$ cat config.mk
export PLATFORM = sky130hd
export DESIGN_NAME = rv_core
export DESIGN_NICKNAME = d
export VERILOG_FILES = /design/src/verilog/rv_core_pkg.sv /design/src/verilog/rv_core.sv /design/src/verilog/rv_decoder.sv /design/src/verilog/rv_execute.sv /design/src/verilog/rv_fetch.sv /design/src/verilog/rv_forwarding.sv /design/src/verilog/rv_reg_file.sv
export SDC_FILE = /design/constraint.sdc
export NUM_CORES = 2
export LEC_CHECK = 0
export ABC_AREA = 1
export ABC_CLOCK_PERIOD_IN_PS = 9200
export BUFFER_PORTS_ARGS = -buffer_cell sky130_fd_sc_hd__buf_2
export CAP_MARGIN = 0
export CORE_MARGIN = 3
export CORE_UTILIZATION = 55
export CTS_BUF_LIST = sky130_fd_sc_hd__clkbuf_4
export CTS_CLUSTER_SIZE = 12
export DETAILED_ROUTE_END_ITERATION = 16
export PLACE_DENSITY = 0.7
export SYNTH_ARGS = -nofsm -noshare
export SYNTH_HDL_FRONTEND = slang
export SYNTH_SLANG_ARGS = --single-unit
$ cat constraint.sdc
create_clock -name clk -period 9.2 [get_ports clk]
set_input_delay 0.92 -clock clk [delete_from_list [all_inputs] [get_ports clk]]
set_output_delay 0.92 -clock clk [all_outputs]
set_load 0.05 [all_outputs]
$ cat src/verilog/rv_core_pkg.sv
`default_nettype none

package rv_core_pkg;

    localparam int IMEM_ADDR_BITS = 10;
    localparam int RESET_FLUSH_CYCLES = 3;

    typedef logic [31:0] arch_word_t;
    typedef logic [31:0] inst_word_t;
    typedef logic [4:0] rf_addr_t;
    typedef logic [IMEM_ADDR_BITS-1:0] imem_addr_t;

    localparam arch_word_t RESET_VECTOR = 32'h0000_0000;

    // base opcodes, inst[6:0]
    localparam logic [6:0] OPC_LUI = 7'b0110111;
    localparam logic [6:0] OPC_AUIPC = 7'b0010111;
    localparam logic [6:0] OPC_OP_IMM = 7'b0010011;
    localparam logic [6:0] OPC_OP = 7'b0110011;
    localparam logic [6:0] OPC_BRANCH = 7'b1100011;
    localparam logic [6:0] OPC_JAL = 7'b1101111;
    localparam logic [6:0] OPC_JALR = 7'b1100111;

    typedef enum logic [3:0] {
        ALU_ADD,
        ALU_SUB,
        ALU_SLL,
        ALU_SLT,
        ALU_SLTU,
        ALU_XOR,
        ALU_SRL,
        ALU_SRA,
        ALU_OR,
        ALU_AND,
        ALU_PASS_B
    } alu_op_e;

    typedef enum logic [1:0] {ALU_A_RS1, ALU_A_PC, ALU_A_ZERO} alu_a_sel_e;

    typedef enum logic {ALU_B_RS2, ALU_B_IMM} alu_b_sel_e;

    // writeback source, link value for jumps
    typedef enum logic {WB_ALU, WB_PC4} wb_sel_e;

    typedef enum logic {FWD_NONE, FWD_WBK} fwd_sel_e;

    typedef enum logic {FETCH_RUN, FETCH_BRANCH_WAIT} fetch_state_e;

endpackage

`default_nettype wire

$ cat src/verilog/rv_core.sv
`timescale 1ns/1ps
`default_nettype none

module rv_core (
    input  logic                    clk,
    input  logic                    rst,
    input  rv_core_pkg::inst_word_t imem_data_i,
    output rv_core_pkg::imem_addr_t imem_addr_o,
    output logic                    ret_valid_o,
    output rv_core_pkg::arch_word_t ret_pc_o,
    output rv_core_pkg::inst_word_t ret_inst_o,
    output logic                    ret_rd_we_o,
    output rv_core_pkg::rf_addr_t   ret_rd_o,
    output rv_core_pkg::arch_word_t ret_data_o
);
    import rv_core_pkg::*;

    arch_word_t pc_dec, imm_dec, rf_rdata_a, rf_rdata_b, rs1_data_dec, rs2_data_dec;
    logic valid_dec, flush, rd_we_dec, branch_dec, jump_dec, jalr_dec;
    rf_addr_t rs1_dec, rs2_dec, rd_dec;
    alu_op_e alu_op_dec, alu_op_exe;
    alu_a_sel_e alu_a_sel_dec, alu_a_sel_exe;
    alu_b_sel_e alu_b_sel_dec, alu_b_sel_exe;
    wb_sel_e wb_sel_dec, wb_sel_exe, wb_sel_wbk;
    logic [2:0] funct3_dec, funct3_exe;
    fwd_sel_e fwd_rs1_dec, fwd_rs2_dec, fwd_rs1_exe, fwd_rs2_exe;

    logic valid_exe, rd_we_exe, branch_exe, jump_exe, jalr_exe;
    arch_word_t pc_exe, imm_exe, rs1_data_exe, rs2_data_exe, result_exe, redirect_pc;
    inst_word_t inst_exe, inst_wbk;
    rf_addr_t rs1_exe, rs2_exe, rd_exe, rd_wbk;
    logic redirect, resolved, valid_wbk, rd_we_wbk;
    arch_word_t pc_wbk, result_wbk, wbk_data;

    // ----------------------------------------
    // fetch and decode
    rv_fetch u_fetch (
        .clk(clk), .rst(rst),
        .redirect_i(redirect), .redirect_pc_i(redirect_pc),
        .ctrl_flow_dec_i(branch_dec || jump_dec), .resolved_i(resolved),
        .imem_addr_o(imem_addr_o), .pc_dec_o(pc_dec),
        .valid_dec_o(valid_dec), .flush_o(flush)
    );

    rv_decoder u_decoder (
        .inst_i(imem_data_i),
        .rs1_o(rs1_dec), .rs2_o(rs2_dec), .rd_o(rd_dec), .rd_we_o(rd_we_dec),
        .imm_o(imm_dec), .alu_op_o(alu_op_dec),
        .alu_a_sel_o(alu_a_sel_dec), .alu_b_sel_o(alu_b_sel_dec),
        .wb_sel_o(wb_sel_dec), .branch_o(branch_dec), .jump_o(jump_dec),
        .jalr_o(jalr_dec), .funct3_o(funct3_dec)
    );

    rv_reg_file u_reg_file (
        .clk(clk), .we_i(rd_we_wbk), .waddr_i(rd_wbk), .wdata_i(wbk_data),
        .raddr_a_i(rs1_dec), .raddr_b_i(rs2_dec),
        .rdata_a_o(rf_rdata_a), .rdata_b_o(rf_rdata_b)
    );

    rv_forwarding u_forwarding (
        .rs1_dec_i(rs1_dec), .rs2_dec_i(rs2_dec),
        .rs1_exe_i(rs1_exe), .rs2_exe_i(rs2_exe),
        .rd_wbk_i(rd_wbk), .rd_we_wbk_i(rd_we_wbk),
        .fwd_rs1_dec_o(fwd_rs1_dec), .fwd_rs2_dec_o(fwd_rs2_dec),
        .fwd_rs1_exe_o(fwd_rs1_exe), .fwd_rs2_exe_o(fwd_rs2_exe)
    );

    assign rs1_data_dec = (fwd_rs1_dec == FWD_WBK) ? wbk_data : rf_rdata_a;
    assign rs2_data_dec = (fwd_rs2_dec == FWD_WBK) ? wbk_data : rf_rdata_b;

    // ----------------------------------------
    // decode/execute register
    always_ff @(posedge clk) begin
        if (rst || flush) begin
            valid_exe <= 1'b0;
            rd_we_exe <= 1'b0;
        end else begin
            valid_exe <= valid_dec;
            rd_we_exe <= valid_dec && rd_we_dec;
        end
    end

    always_ff @(posedge clk) begin
        pc_exe <= pc_dec;
        inst_exe <= imem_data_i;
        rs1_exe <= rs1_dec;
        rs2_exe <= rs2_dec;
        rd_exe <= rd_dec;
        imm_exe <= imm_dec;
        rs1_data_exe <= rs1_data_dec;
        rs2_data_exe <= rs2_data_dec;
        alu_op_exe <= alu_op_dec;
        alu_a_sel_exe <= alu_a_sel_dec;
        alu_b_sel_exe <= alu_b_sel_dec;
        wb_sel_exe <= wb_sel_dec;
        branch_exe <= branch_dec;
        jump_exe <= jump_dec;
        jalr_exe <= jalr_dec;
        funct3_exe <= funct3_dec;
    end

    // ----------------------------------------
    // execute
    rv_execute u_execute (
        .pc_i(pc_exe), .rs1_data_i(rs1_data_exe), .rs2_data_i(rs2_data_exe),
        .imm_i(imm_exe), .wbk_data_i(wbk_data),
        .fwd_rs1_i(fwd_rs1_exe), .fwd_rs2_i(fwd_rs2_exe),
        .alu_op_i(alu_op_exe), .alu_a_sel_i(alu_a_sel_exe), .alu_b_sel_i(alu_b_sel_exe),
        .branch_i(branch_exe), .jump_i(jump_exe), .jalr_i(jalr_exe),
        .funct3_i(funct3_exe), .valid_i(valid_exe),
        .result_o(result_exe), .redirect_o(redirect),
        .resolved_o(resolved), .redirect_pc_o(redirect_pc)
    );

    // ----------------------------------------
    // execute/writeback register
    always_ff @(posedge clk) begin
        if (rst || flush) begin
            valid_wbk <= 1'b0;
            rd_we_wbk <= 1'b0;
        end else begin
            valid_wbk <= valid_exe;
            rd_we_wbk <= rd_we_exe;
        end
    end

    always_ff @(posedge clk) begin
        pc_wbk <= pc_exe;
        inst_wbk <= inst_exe;
        rd_wbk <= rd_exe;
        result_wbk <= result_exe;
        wb_sel_wbk <= wb_sel_exe;
    end

    // link value for jal/jalr
    assign wbk_data = (wb_sel_wbk == WB_PC4) ? pc_wbk + 32'd4 : result_wbk;

    assign ret_valid_o = valid_wbk;
    assign ret_pc_o = pc_wbk;
    assign ret_inst_o = inst_wbk;
    assign ret_rd_we_o = rd_we_wbk;
    assign ret_rd_o = rd_wbk;
    assign ret_data_o = wbk_data;

endmodule

`default_nettype wire

$ cat src/verilog/rv_decoder.sv
`timescale 1ns/1ps
`default_nettype none

module rv_decoder (
    input  rv_core_pkg::inst_word_t inst_i,
    output rv_core_pkg::rf_addr_t   rs1_o,
    output rv_core_pkg::rf_addr_t   rs2_o,
    output rv_core_pkg::rf_addr_t   rd_o,
    output logic                    rd_we_o,
    output rv_core_pkg::arch_word_t imm_o,
    output rv_core_pkg::alu_op_e    alu_op_o,
    output rv_core_pkg::alu_a_sel_e alu_a_sel_o,
    output rv_core_pkg::alu_b_sel_e alu_b_sel_o,
    output rv_core_pkg::wb_sel_e    wb_sel_o,
    output logic                    branch_o,
    output logic                    jump_o,
    output logic                    jalr_o,
    output logic [2:0]              funct3_o
);
    import rv_core_pkg::*;

    logic [6:0] opcode;
    logic rd_we;
    arch_word_t imm_itype;
    arch_word_t imm_utype;
    arch_word_t imm_btype;
    arch_word_t imm_jtype;

    // funct3 to alu op, alt picks sub or arithmetic shift
    function automatic alu_op_e int_op(input logic [2:0] f3, input logic alt);
        case (f3)
            3'b000: int_op = alt ? ALU_SUB : ALU_ADD;
            3'b001: int_op = ALU_SLL;
            3'b010: int_op = ALU_SLT;
            3'b011: int_op = ALU_SLTU;
            3'b100: int_op = ALU_XOR;
            3'b101: int_op = alt ? ALU_SRA : ALU_SRL;
            3'b110: int_op = ALU_OR;
            default: int_op = ALU_AND;
        endcase
    endfunction

    assign opcode = inst_i[6:0];
    assign rs1_o = inst_i[19:15];
    assign rs2_o = inst_i[24:20];
    assign rd_o = inst_i[11:7];
    assign funct3_o = inst_i[14:12];

    assign imm_itype = {{20{inst_i[31]}}, inst_i[31:20]};
    assign imm_utype = {inst_i[31:12], 12'b0};
    assign imm_btype = {{19{inst_i[31]}}, inst_i[31], inst_i[7], inst_i[30:25],
                        inst_i[11:8], 1'b0};
    assign imm_jtype = {{11{inst_i[31]}}, inst_i[31], inst_i[19:12], inst_i[20],
                        inst_i[30:21], 1'b0};

    always_comb begin
        // unknown opcodes fall through as a no-op
        rd_we = 1'b0;
        imm_o = '0;
        alu_op_o = ALU_ADD;
        alu_a_sel_o = ALU_A_ZERO;
        alu_b_sel_o = ALU_B_IMM;
        wb_sel_o = WB_ALU;
        branch_o = 1'b0;
        jump_o = 1'b0;
        jalr_o = 1'b0;
        case (opcode)
            OPC_LUI: begin
                rd_we = 1'b1;
                imm_o = imm_utype;
                alu_op_o = ALU_PASS_B;
            end
            OPC_AUIPC: begin
                rd_we = 1'b1;
                imm_o = imm_utype;
                alu_a_sel_o = ALU_A_PC;
            end
            OPC_OP_IMM: begin
                rd_we = 1'b1;
                imm_o = imm_itype;
                alu_a_sel_o = ALU_A_RS1;
                // bit 30 only means srai here, addi keeps it as immediate
                alu_op_o = int_op(funct3_o, (funct3_o == 3'b101) && inst_i[30]);
            end
            OPC_OP: begin
                rd_we = 1'b1;
                alu_a_sel_o = ALU_A_RS1;
                alu_b_sel_o = ALU_B_RS2;
                alu_op_o = int_op(funct3_o, inst_i[30]);
            end
            OPC_BRANCH: begin
                imm_o = imm_btype;
                alu_a_sel_o = ALU_A_PC;
                branch_o = 1'b1;
            end
            OPC_JAL: begin
                rd_we = 1'b1;
                imm_o = imm_jtype;
                alu_a_sel_o = ALU_A_PC;
                wb_sel_o = WB_PC4;
                jump_o = 1'b1;
            end
            OPC_JALR: begin
                rd_we = 1'b1;
                imm_o = imm_itype;
                alu_a_sel_o = ALU_A_RS1;
                wb_sel_o = WB_PC4;
                jump_o = 1'b1;
                jalr_o = 1'b1;
            end
            default: begin
                rd_we = 1'b0;
            end
        endcase
    end

    assign rd_we_o = rd_we && (rd_o != '0);

endmodule

`default_nettype wire

$ cat src/verilog/rv_execute.sv
`timescale 1ns/1ps
`default_nettype none

module rv_execute (
    input  rv_core_pkg::arch_word_t pc_i,
    input  rv_core_pkg::arch_word_t rs1_data_i,
    input  rv_core_pkg::arch_word_t rs2_data_i,
    input  rv_core_pkg::arch_word_t imm_i,
    input  rv_core_pkg::arch_word_t wbk_data_i,
    input  rv_core_pkg::fwd_sel_e   fwd_rs1_i,
    input  rv_core_pkg::fwd_sel_e   fwd_rs2_i,
    input  rv_core_pkg::alu_op_e    alu_op_i,
    input  rv_core_pkg::alu_a_sel_e alu_a_sel_i,
    input  rv_core_pkg::alu_b_sel_e alu_b_sel_i,
    input  logic                    branch_i,
    input  logic                    jump_i,
    input  logic                    jalr_i,
    input  logic [2:0]              funct3_i,
    input  logic                    valid_i,
    output rv_core_pkg::arch_word_t result_o,
    output logic                    redirect_o,
    output logic                    resolved_o,
    output rv_core_pkg::arch_word_t redirect_pc_o
);
    import rv_core_pkg::*;

    arch_word_t rs1;
    arch_word_t rs2;
    arch_word_t op_a;
    arch_word_t op_b;
    logic a_eq_b;
    logic a_lt_b;
    logic a_ltu_b;
    logic taken;

    assign rs1 = (fwd_rs1_i == FWD_WBK) ? wbk_data_i : rs1_data_i;
    assign rs2 = (fwd_rs2_i == FWD_WBK) ? wbk_data_i : rs2_data_i;

    always_comb begin
        case (alu_a_sel_i)
            ALU_A_RS1: op_a = rs1;
            ALU_A_PC: op_a = pc_i;
            default: op_a = '0;
        endcase
    end

    assign op_b = (alu_b_sel_i == ALU_B_IMM) ? imm_i : rs2;

    // ----------------------------------------
    // alu
    always_comb begin
        result_o = op_a + op_b;
        case (alu_op_i)
            ALU_SUB: result_o = op_a - op_b;
            ALU_SLL: result_o = op_a << op_b[4:0];
            ALU_SLT: result_o = {31'b0, $signed(op_a) < $signed(op_b)};
            ALU_SLTU: result_o = {31'b0, op_a < op_b};
            ALU_XOR: result_o = op_a ^ op_b;
            ALU_SRL: result_o = op_a >> op_b[4:0];
            ALU_SRA: result_o = $signed(op_a) >>> op_b[4:0];
            ALU_OR: result_o = op_a | op_b;
            ALU_AND: result_o = op_a & op_b;
            ALU_PASS_B: result_o = op_b;
            default: result_o = op_a + op_b;
        endcase
    end

    // ----------------------------------------
    // branch compare, alu already holds the target
    assign a_eq_b = (rs1 == rs2);
    assign a_lt_b = ($signed(rs1) < $signed(rs2));
    assign a_ltu_b = (rs1 < rs2);

    always_comb begin
        case (funct3_i)
            3'b000: taken = a_eq_b;
            3'b001: taken = !a_eq_b;
            3'b100: taken = a_lt_b;
            3'b101: taken = !a_lt_b;
            3'b110: taken = a_ltu_b;
            3'b111: taken = !a_ltu_b;
            default: taken = 1'b0;
        endcase
    end

    assign resolved_o = valid_i && (branch_i || jump_i);
    assign redirect_o = valid_i && (jump_i || (branch_i && taken));
    // jalr drops bit 0 of rs1+imm
    assign redirect_pc_o = {result_o[31:1], result_o[0] & !jalr_i};

endmodule

`default_nettype wire

$ cat src/verilog/rv_fetch.sv
`timescale 1ns/1ps
`default_nettype none

module rv_fetch (
    input  logic                    clk,
    input  logic                    rst,
    input  logic                    redirect_i,
    input  rv_core_pkg::arch_word_t redirect_pc_i,
    input  logic                    ctrl_flow_dec_i,
    input  logic                    resolved_i,
    output rv_core_pkg::imem_addr_t imem_addr_o,
    output rv_core_pkg::arch_word_t pc_dec_o,
    output logic                    valid_dec_o,
    output logic                    flush_o
);
    import rv_core_pkg::*;

    fetch_state_e state_q;
    fetch_state_e state_d;
    arch_word_t pc_q;
    arch_word_t pc_next;
    logic [RESET_FLUSH_CYCLES-1:0] flush_seq;

    // ones shift out one per cycle after reset
    always_ff @(posedge clk) begin
        if (rst) begin
            flush_seq <= '1;
        end else begin
            flush_seq <= {flush_seq[RESET_FLUSH_CYCLES-2:0], 1'b0};
        end
    end

    assign flush_o = flush_seq[RESET_FLUSH_CYCLES-1];

    always_comb begin
        state_d = state_q;
        pc_next = pc_q + 32'd4;
        if (flush_o) begin
            // sit on the reset vector until the flush drains
            pc_next = pc_q;
        end else if (state_q == FETCH_RUN) begin
            if (ctrl_flow_dec_i) begin
                pc_next = pc_q;
                state_d = FETCH_BRANCH_WAIT;
            end
        end else if (resolved_i) begin
            pc_next = redirect_i ? redirect_pc_i : pc_q + 32'd4;
            state_d = FETCH_RUN;
        end else begin
            pc_next = pc_q;
        end
    end

    always_ff @(posedge clk) begin
        if (rst) begin
            state_q <= FETCH_RUN;
            pc_q <= RESET_VECTOR;
        end else begin
            state_q <= state_d;
            pc_q <= pc_next;
        end
    end

    // rom answers one edge later, so pc_q lines up with imem data
    assign imem_addr_o = pc_next[IMEM_ADDR_BITS+1:2];
    assign pc_dec_o = pc_q;
    // repeated word in branch wait is a bubble
    assign valid_dec_o = !flush_o && (state_q == FETCH_RUN);

endmodule

`default_nettype wire

$ cat src/verilog/rv_forwarding.sv
`timescale 1ns/1ps
`default_nettype none

module rv_forwarding (
    input  rv_core_pkg::rf_addr_t rs1_dec_i,
    input  rv_core_pkg::rf_addr_t rs2_dec_i,
    input  rv_core_pkg::rf_addr_t rs1_exe_i,
    input  rv_core_pkg::rf_addr_t rs2_exe_i,
    input  rv_core_pkg::rf_addr_t rd_wbk_i,
    input  logic                  rd_we_wbk_i,
    output rv_core_pkg::fwd_sel_e fwd_rs1_dec_o,
    output rv_core_pkg::fwd_sel_e fwd_rs2_dec_o,
    output rv_core_pkg::fwd_sel_e fwd_rs1_exe_o,
    output rv_core_pkg::fwd_sel_e fwd_rs2_exe_o
);
    import rv_core_pkg::*;

    // match against the one writer in flight, x0 never forwards
    function automatic fwd_sel_e pick(input rf_addr_t rs, input rf_addr_t rd,
                                      input logic we);
        pick = (we && (rs != '0) && (rs == rd)) ? FWD_WBK : FWD_NONE;
    endfunction

    // decode side covers the regfile write-through case
    assign fwd_rs1_dec_o = pick(rs1_dec_i, rd_wbk_i, rd_we_wbk_i);
    assign fwd_rs2_dec_o = pick(rs2_dec_i, rd_wbk_i, rd_we_wbk_i);

    // execute side covers back-to-back dependencies
    assign fwd_rs1_exe_o = pick(rs1_exe_i, rd_wbk_i, rd_we_wbk_i);
    assign fwd_rs2_exe_o = pick(rs2_exe_i, rd_wbk_i, rd_we_wbk_i);

endmodule

`default_nettype wire

$ cat src/verilog/rv_reg_file.sv
`timescale 1ns/1ps
`default_nettype none

module rv_reg_file (
    input  logic                    clk,
    input  logic                    we_i,
    input  rv_core_pkg::rf_addr_t   waddr_i,
    input  rv_core_pkg::arch_word_t wdata_i,
    input  rv_core_pkg::rf_addr_t   raddr_a_i,
    input  rv_core_pkg::rf_addr_t   raddr_b_i,
    output rv_core_pkg::arch_word_t rdata_a_o,
    output rv_core_pkg::arch_word_t rdata_b_o
);
    import rv_core_pkg::*;

    // x0 has no storage
    arch_word_t regs [1:31];

    always_ff @(posedge clk) begin
        if (we_i && (waddr_i != '0)) begin
            regs[waddr_i] <= wdata_i;
        end
    end

    // old value on a same-cycle write, forwarding covers it
    assign rdata_a_o = (raddr_a_i == '0) ? '0 : regs[raddr_a_i];
    assign rdata_b_o = (raddr_b_i == '0) ? '0 : regs[raddr_b_i];

endmodule

`default_nettype wire
Yosys cells after proc, flatten, opt, wreduce, memory -nomap -nowiden
Memory sizes are Yosys's and may differ from the RTL's.
Index checks and enable logic that the tools add are counted.
- register bits after elaboration: 330
- input port bits: 34
- output and inout port bits: 113
- RAM bits: 992
- memories kept: 1
- logic and storage cells: 166
- shift-type cells: 3
- add/sub/neg operators: 4
- reductions and logical operators: 43
- eq/ne operators: 36
- magnitude comparators: 4
- bitwise operators: 6
- multiplexer cells: 40
- memory list (memory ; words ; bits a word ; rd ports ; clocked after memory_dff ; write ports ; RTL line ; source):
    u_reg_file.regs ; 31 ; 32 ; 2 ; 0 ; 1 ; rv_reg_file.sv:17 ; arch_word_t regs [1:31];
- operators with widths (kind ; number):
    $mux 32 ; 12
    $pmux 32 s10 ; 1
    $lt 32x32->1 ; 4
    $pmux 32 s4 ; 1
    $add 32x3->32 const B ; 2
    $pmux 32 s2 ; 1
    $pmux 4 s7 ; 2
    $add 32x32->32 ; 1
    $and 32x32->32 ; 1
    $eq 32x32->1 ; 1
    $or 32x32->32 ; 1
    $shl 32x5->32 ; 1
    $shr 32x5->32 ; 1
    $sshr 32x5->32 ; 1
    $sub 32x32->32 ; 1
    $xor 32x32->32 ; 1
    $reduce_bool 5->1 ; 6
    $eq 3x3->1 const B ; 7
    $eq 7x7->1 const B ; 3
    $eq 5x5->1 ; 4
    $mux 1 ; 19
    $eq 4x3->1 const B ; 4
    $logic_and 1x1->1 ; 16
    $eq 7x5->1 const B ; 2
    23 further kinds ; 43

Depth between registers and ports, before layout
- word-level depth: 15
- mapped depth: 37
- depth with buffers taken out: 36

Hierarchy
A second synthesis with hierarchy kept.
- cell total of the unflattened synthesis: 9877
- area total of the unflattened synthesis: 75182.1 sq um
- modules (own cells, without submodules) (module ; seq. area each (sq um) ; instances ; area each (sq um) ; cells each):
    rv_reg_file ; 29788.6 ; 1 ; 50802.5 ; 6042
    rv_execute ; 0.0 ; 1 ; 12084.1 ; 2322
    rv_core ; 5905.7 ; 1 ; 8207.9 ; 781
    rv_fetch ; 720.7 ; 1 ; 2633.8 ; 437
    rv_decoder ; 0.0 ; 1 ; 1054.8 ; 195
    rv_forwarding ; 0.0 ; 1 ; 399.1 ; 100

Worst setup path before layout
Ideal clock, no wire load.
- path kind: register to output
- start point: reg pc_wbk[2] (netlist: ret_pc_o[2])
- end point: out imem_addr_o[3]
- buffers on the path: 2
- setup slack: 2207 ps
- required time: 8280 ps
- stages on the path, launching flop included: 27
- arrival: 6073 ps
- cells stage by stage: dfxtp_1 > o21ai_0 > inv_1 > nand2_1 > o21ai_2 > o21ai_4 > buf_4 > buf_2 > ha_1 > inv_1 > nand2_1 > nand2_1 > a31oi_1 > nor2_1 > o21ai_0 > nand2_1 > o21a_1 > nor4_1 > o21ai_1 > a21oi_1 > nand2_1 > nand2_1 > nand2_1 > nand2_1 > nand2_1 > nand2_1 > nand2_1
- longest elaborated chain between the ends: 13
- elaborated cells on any way between the ends: 29
- those cells by class: add/sub: 3; order compare: 2; eq/ne: 1; shift: 3; mux: 11; bitwise: 3; reduce/logical: 6
- RTL lines (element ; RTL line ; source):
    from (decl) ; rv_core.sv:33 ; arch_word_t pc_wbk, result_wbk, wbk_data;
    from (signal assigned) ; rv_core.sv:128 ; pc_wbk <= pc_exe;
    $add 32x3->32 * ; rv_core.sv:136 ; assign wbk_data = (wb_sel_wbk == WB_PC4) ? pc_wbk + 32'd4 : result_wbk;
    $mux 32 * ; rv_core.sv:136 ;
    named net ret_data_o[2] ; rv_core.sv:14 ; output rv_core_pkg::arch_word_t ret_data_o
    branches (longest 7 deep; another with $add 32x32->32) ; -- ;
    $mux 32 * ; rv_fetch.sv:47 ; pc_next = redirect_i ? redirect_pc_i : pc_q + 32'd4;
    $mux 32 * ; rv_fetch.sv:46 ; end else if (resolved_i) begin
    $mux 32 * ; rv_fetch.sv:41 ; end else if (state_q == FETCH_RUN) begin
    $mux 12 * ; rv_fetch.sv:38 ; if (flush_o) begin
    to (decl) ; rv_core.sv:8 ; output rv_core_pkg::imem_addr_t imem_addr_o,
Mark *: on every way through the listed nets, which the timed path passes. The select of a mux whose other input is x is not followed.

Worst setup path in the final report
- start point: reg pc_wbk[10] (netlist: ret_pc_o[10])
- end point: out imem_addr_o[9]
- longest elaborated chain between the ends: 13
- elaborated cells on any way between the ends: 29
- those cells by class: add/sub: 3; order compare: 2; eq/ne: 1; shift: 3; mux: 11; bitwise: 3; reduce/logical: 6
- RTL lines (element ; RTL line):
    $add 32x3->32 * ; rv_core.sv:136
    $mux 32 * ; rv_core.sv:136
    branches (longest 7 deep; another with $add 32x32->32) ; --
    $mux 32 * ; rv_fetch.sv:47
    $mux 32 * ; rv_fetch.sv:46
    $mux 32 * ; rv_fetch.sv:41
    $mux 12 * ; rv_fetch.sv:38
Mark *: on every way between the ends. The select of a mux whose other input is x is not followed.

==> results.cfg <==
[drt]
wire_per_inst_um = 29.3
via_count = 68400
post-route-drc-count = 0
drt-initial-drc-count = 12200
drt_first_pass_iters = 7
vias_per_cell = 6.60
wl_um = 304000
ant_nets = 0

[cells_and_area]
fin_util = 0.608
nNetsFinal = 8632
syn2layout_area_growth_pct = 9.26
drive_gt1_frac = 0.113
stdcell_count = 10400

[timing]
rsz0062_at_grt = false
skew_ns = 0.152
timing.final.crit_share = 0.943
setup_violations = 0
max_clock_freq_ghz = 0.115
setup_ws_ns = 0.527
period_needed_ns = 8.67
finalSetupTns_ns = 0
tightest_slew_ns = 1.29
slew_violations = 0
max-slew-margin-rel = 0.138
hold_viol_final = 0

[place]
hpwl_um = 194000
place_inst = 9737
post-place-ws_ns = 1.93
port-buffer-count = 146
gp_congestion = 1.09

[critical_path]
critPathTopFamily = simple AND/OR/NAND/NOR gates
reg2reg_setup_slack_ns = 2.25
rr_endpoint = u_fetch.pc_dec_o[27]
crit_top_cell = nand2_1
r2r-start = wb_sel_wbk
slowest_stage = nand2_1
r2r_cells = 26
crit_required_ns = 8.28
critPathBufInv = 4
crit_type = reg -> out
crit_arrival_ns = 7.75
cp.depth = 26
crit_path_max_fanout = 33
slowest_delay_ns = 0.97
startpoint_type = register
endpoint = imem_addr_o[9]
worst_setup_path_end_kind = output pin
startpoint = ret_pc_o[10]

[synth]
synthTopCellsByArea = edfxtp_1 (42%), o21ai_0 (9.4%), dfxtp_1 (8.7%), nand2_1 (6.9%), a21oi_1 (5.7%)
ys_top_cells_by_count = o21ai_0 (1319), nand2_1 (1297), edfxtp_1 (992), a21oi_1 (806), nand3_1 (769)
synth_edf_count = 992
synth_ff_type = edfxtp_1
syn_area_per_cell_um2 = 8.42
synthCells = 8361
synth_fa_ha_area_frac = 0.0239
syn_area_um2 = 70400
synth_cell_types = 68
synth-warning-count = 0
synthXorXnorAreaFrac = 0.00647
synth.most_common_cell = o21ai_0
yosysTopAreaCell = edfxtp_1
synth_compound_area_frac = 0.208
yosysSeqAreaShare = 0.511
synth-async-reset-ratio = 0
synth-seq-cells = 1299
muxShareOfSynthArea = 0
synthSimpleGateAreaFrac = 0.176
synth_top_area_share = 0.423
synth_top_family_by_area = compound AO/OA/AOI/OAI gates
syn_nets = 8528

[flow_run]
drv_cap = 0

[global_route]
grt_pass1_wl_um = 430000
grt_pass1_vias = 63700
antenna_found_initial = 22
grt_max_degree = 221
grt_overflow = 0
grt_use_total = 0.447

[clocking]
path_clk_slew_ns = 0.07
cts_tree = built
clk_latency_ns = 1.31
clock-sinks = 1299
cts_buffer_depth = 4
cts_buffers = 350
cts_root_buf = clkbuf_4
cts_max_level = 5

[pwr]
power_frac_seq = 0.490
pwr-share-comb = 0.124
power_density_nw_per_um2 = 171
cellLeakagePower_nw = 30.1
intPower_mw = 9.45
clockPowerShare = 0.387
p_total_mw = 13.2
p_sw_mw = 3.71
irDropWorstVdd_mv = 0.194
switching_share = 0.282

[floorplanning]
io_pins = 147
start_util = 0.557
die_w_um = 364
placeableCoreArea_um2 = 126000
core.rowCount = 130
chipHeight_um = 364
fp.dieArea_um2 = 132000

[worst_hold_path]
worstHoldStart = imem_data_i[18]
hold_class = in -> reg

[run_status]
status = completed
==> stage by stage <==
step | hold slack, ns | cell area (µm²)
after floorplan | 0.310 | 70400
after global placement | 0.310 | 72300
after detailed placement | 0.312 | 72300
after CTS | 0.0293 | 76900
after global routing | 0.0834 | 76900
final | 0.150 | 76900
==> repair_timing <==
| action | 4_1_cts | 5_1_grt |
|---|---|---|
| setup endpoints to repair | 0 | 6 |
| hold buffers | 26 | 0 |
| gates resized for setup | 0 | 2 |
| setup buffers | 0 | 0 |
| hold endpoints to repair | 60 | 0 |
==> placed cells by master (no fill, tap or decap), drive strengths merged, types with 8 or more instances in the layout <==
cell type    netlist  final
a211oi            13     13
a21oi            807    807
a221oi             9      9
a22oi              8      8
a31oi             23     23
and2              29     29
buf              131    292
clkbuf           433    500
clkinv            10     95
dfxtp            307    307
diode              0     10
dlygate4sd3        1     26
edfxtp           992    992
ha               131    131
inv              747    751
nand2           1307   1307
nand3            780    780
nand4             39     39
nor2             651    651
nor3              38     38
nor4              10     10
o2111ai           43     43
o211ai           273    273
o21a              11     11
o21ai           1363   1363
o21bai            14     14
o221ai            23     23
o22ai             26     26
o311ai            14     14
or2               38     38
xnor2             10     10
xor2              42     42
==> how the worst min path moves through the flow <==
stage	to	slack, ns	cells past startpoint
after global placement	ret_inst_o[28]	0.31	0
after global routing	rs1_exe[3]	0.08	1
after CTS	rs1_exe[0]	0.03	1
final	rs1_exe[3]	0.15	1
after detailed placement	ret_inst_o[25]	0.31	0
after floorplan	ret_inst_o[0]	0.31	0
==> state kept, by name, indices dropped and copies added (netlist names), 20 cells and up <==
signal	count
imm_exe	32
inst_exe	20
pc_exe	32
result_wbk	32
ret_inst_o	28
ret_pc_o	32
rs1_data_exe	32
rs2_data_exe	32
u_fetch.pc_dec_o	32
u_reg_file.regs	992
==> layout make-up <==
| type | instances | area, µm² |
|---|---|---|
| Antenna cell | 10 | 25.0 |
| Clock buffer | 500 | 3750 |
| Clock inverter | 96 | 543 |
| Fill cell | 11100 | 49500 |
| Inverter | 757 | 2870 |
| Multi-Input combinational cell | 5739 | 29500 |
| Sequential cell | 1299 | 35900 |
| Tap cell | 1650 | 2060 |
| Timing Repair Buffer | 318 | 2220 |
==> cell families after synthesis <==
kind of cell	after synthesis
buffers and inverters	1323
AOI/OAI and AO/OA	2652
xor gates and xnor gates	52
and+or+nand+nor	2902
DFF	1299
adders and majority gates	133
==> worst register-to-register path, stage by stage (launching register included) <==
cell and delay (ns):
dfxtp_1 0.76, inv_1 0.62, nand2_1 0.23, nand2_1 0.77, inv_1 0.33, nand2_1 0.09, o21ai_0 0.27, nand2_1 0.24
o21ai_0 0.27, inv_1 0.11, ha_1 0.45, nand2_1 0.15, nor4_1 0.52, nand3_1 0.15, nand3_1 0.25, nand3_1 0.12
o211ai_1 0.26, a21o_1 0.21, nor2_1 0.04, nor2_1 0.23, inv_1 0.09, nand2_1 0.36, nand2_1 0.14, nand2_1 0.09
nand2_1 0.04, nand2_1 0.06, nand2_1 0.05
==> power by group through the flow <==
stage	Clock [mW]	Combinational (mW)	Sequential [mW]
after floorplan	0	0.940	6.58
after global placement	0	1.52	6.57
after detailed placement	0	1.54	6.57
after CTS	5.12	1.55	6.44
after global routing	5.42	1.72	6.45
final	5.09	1.63	6.45
==> metal layers <==
metal  up-vias  track usage  wire, µm
met5         -            0        48
met4         8        0.278     21800
met2      5682        0.636    125000
li1      29700            -         -
met3      1246        0.149     47700
met1     31800        0.587    109000
(Power assumes the default switching activity.)
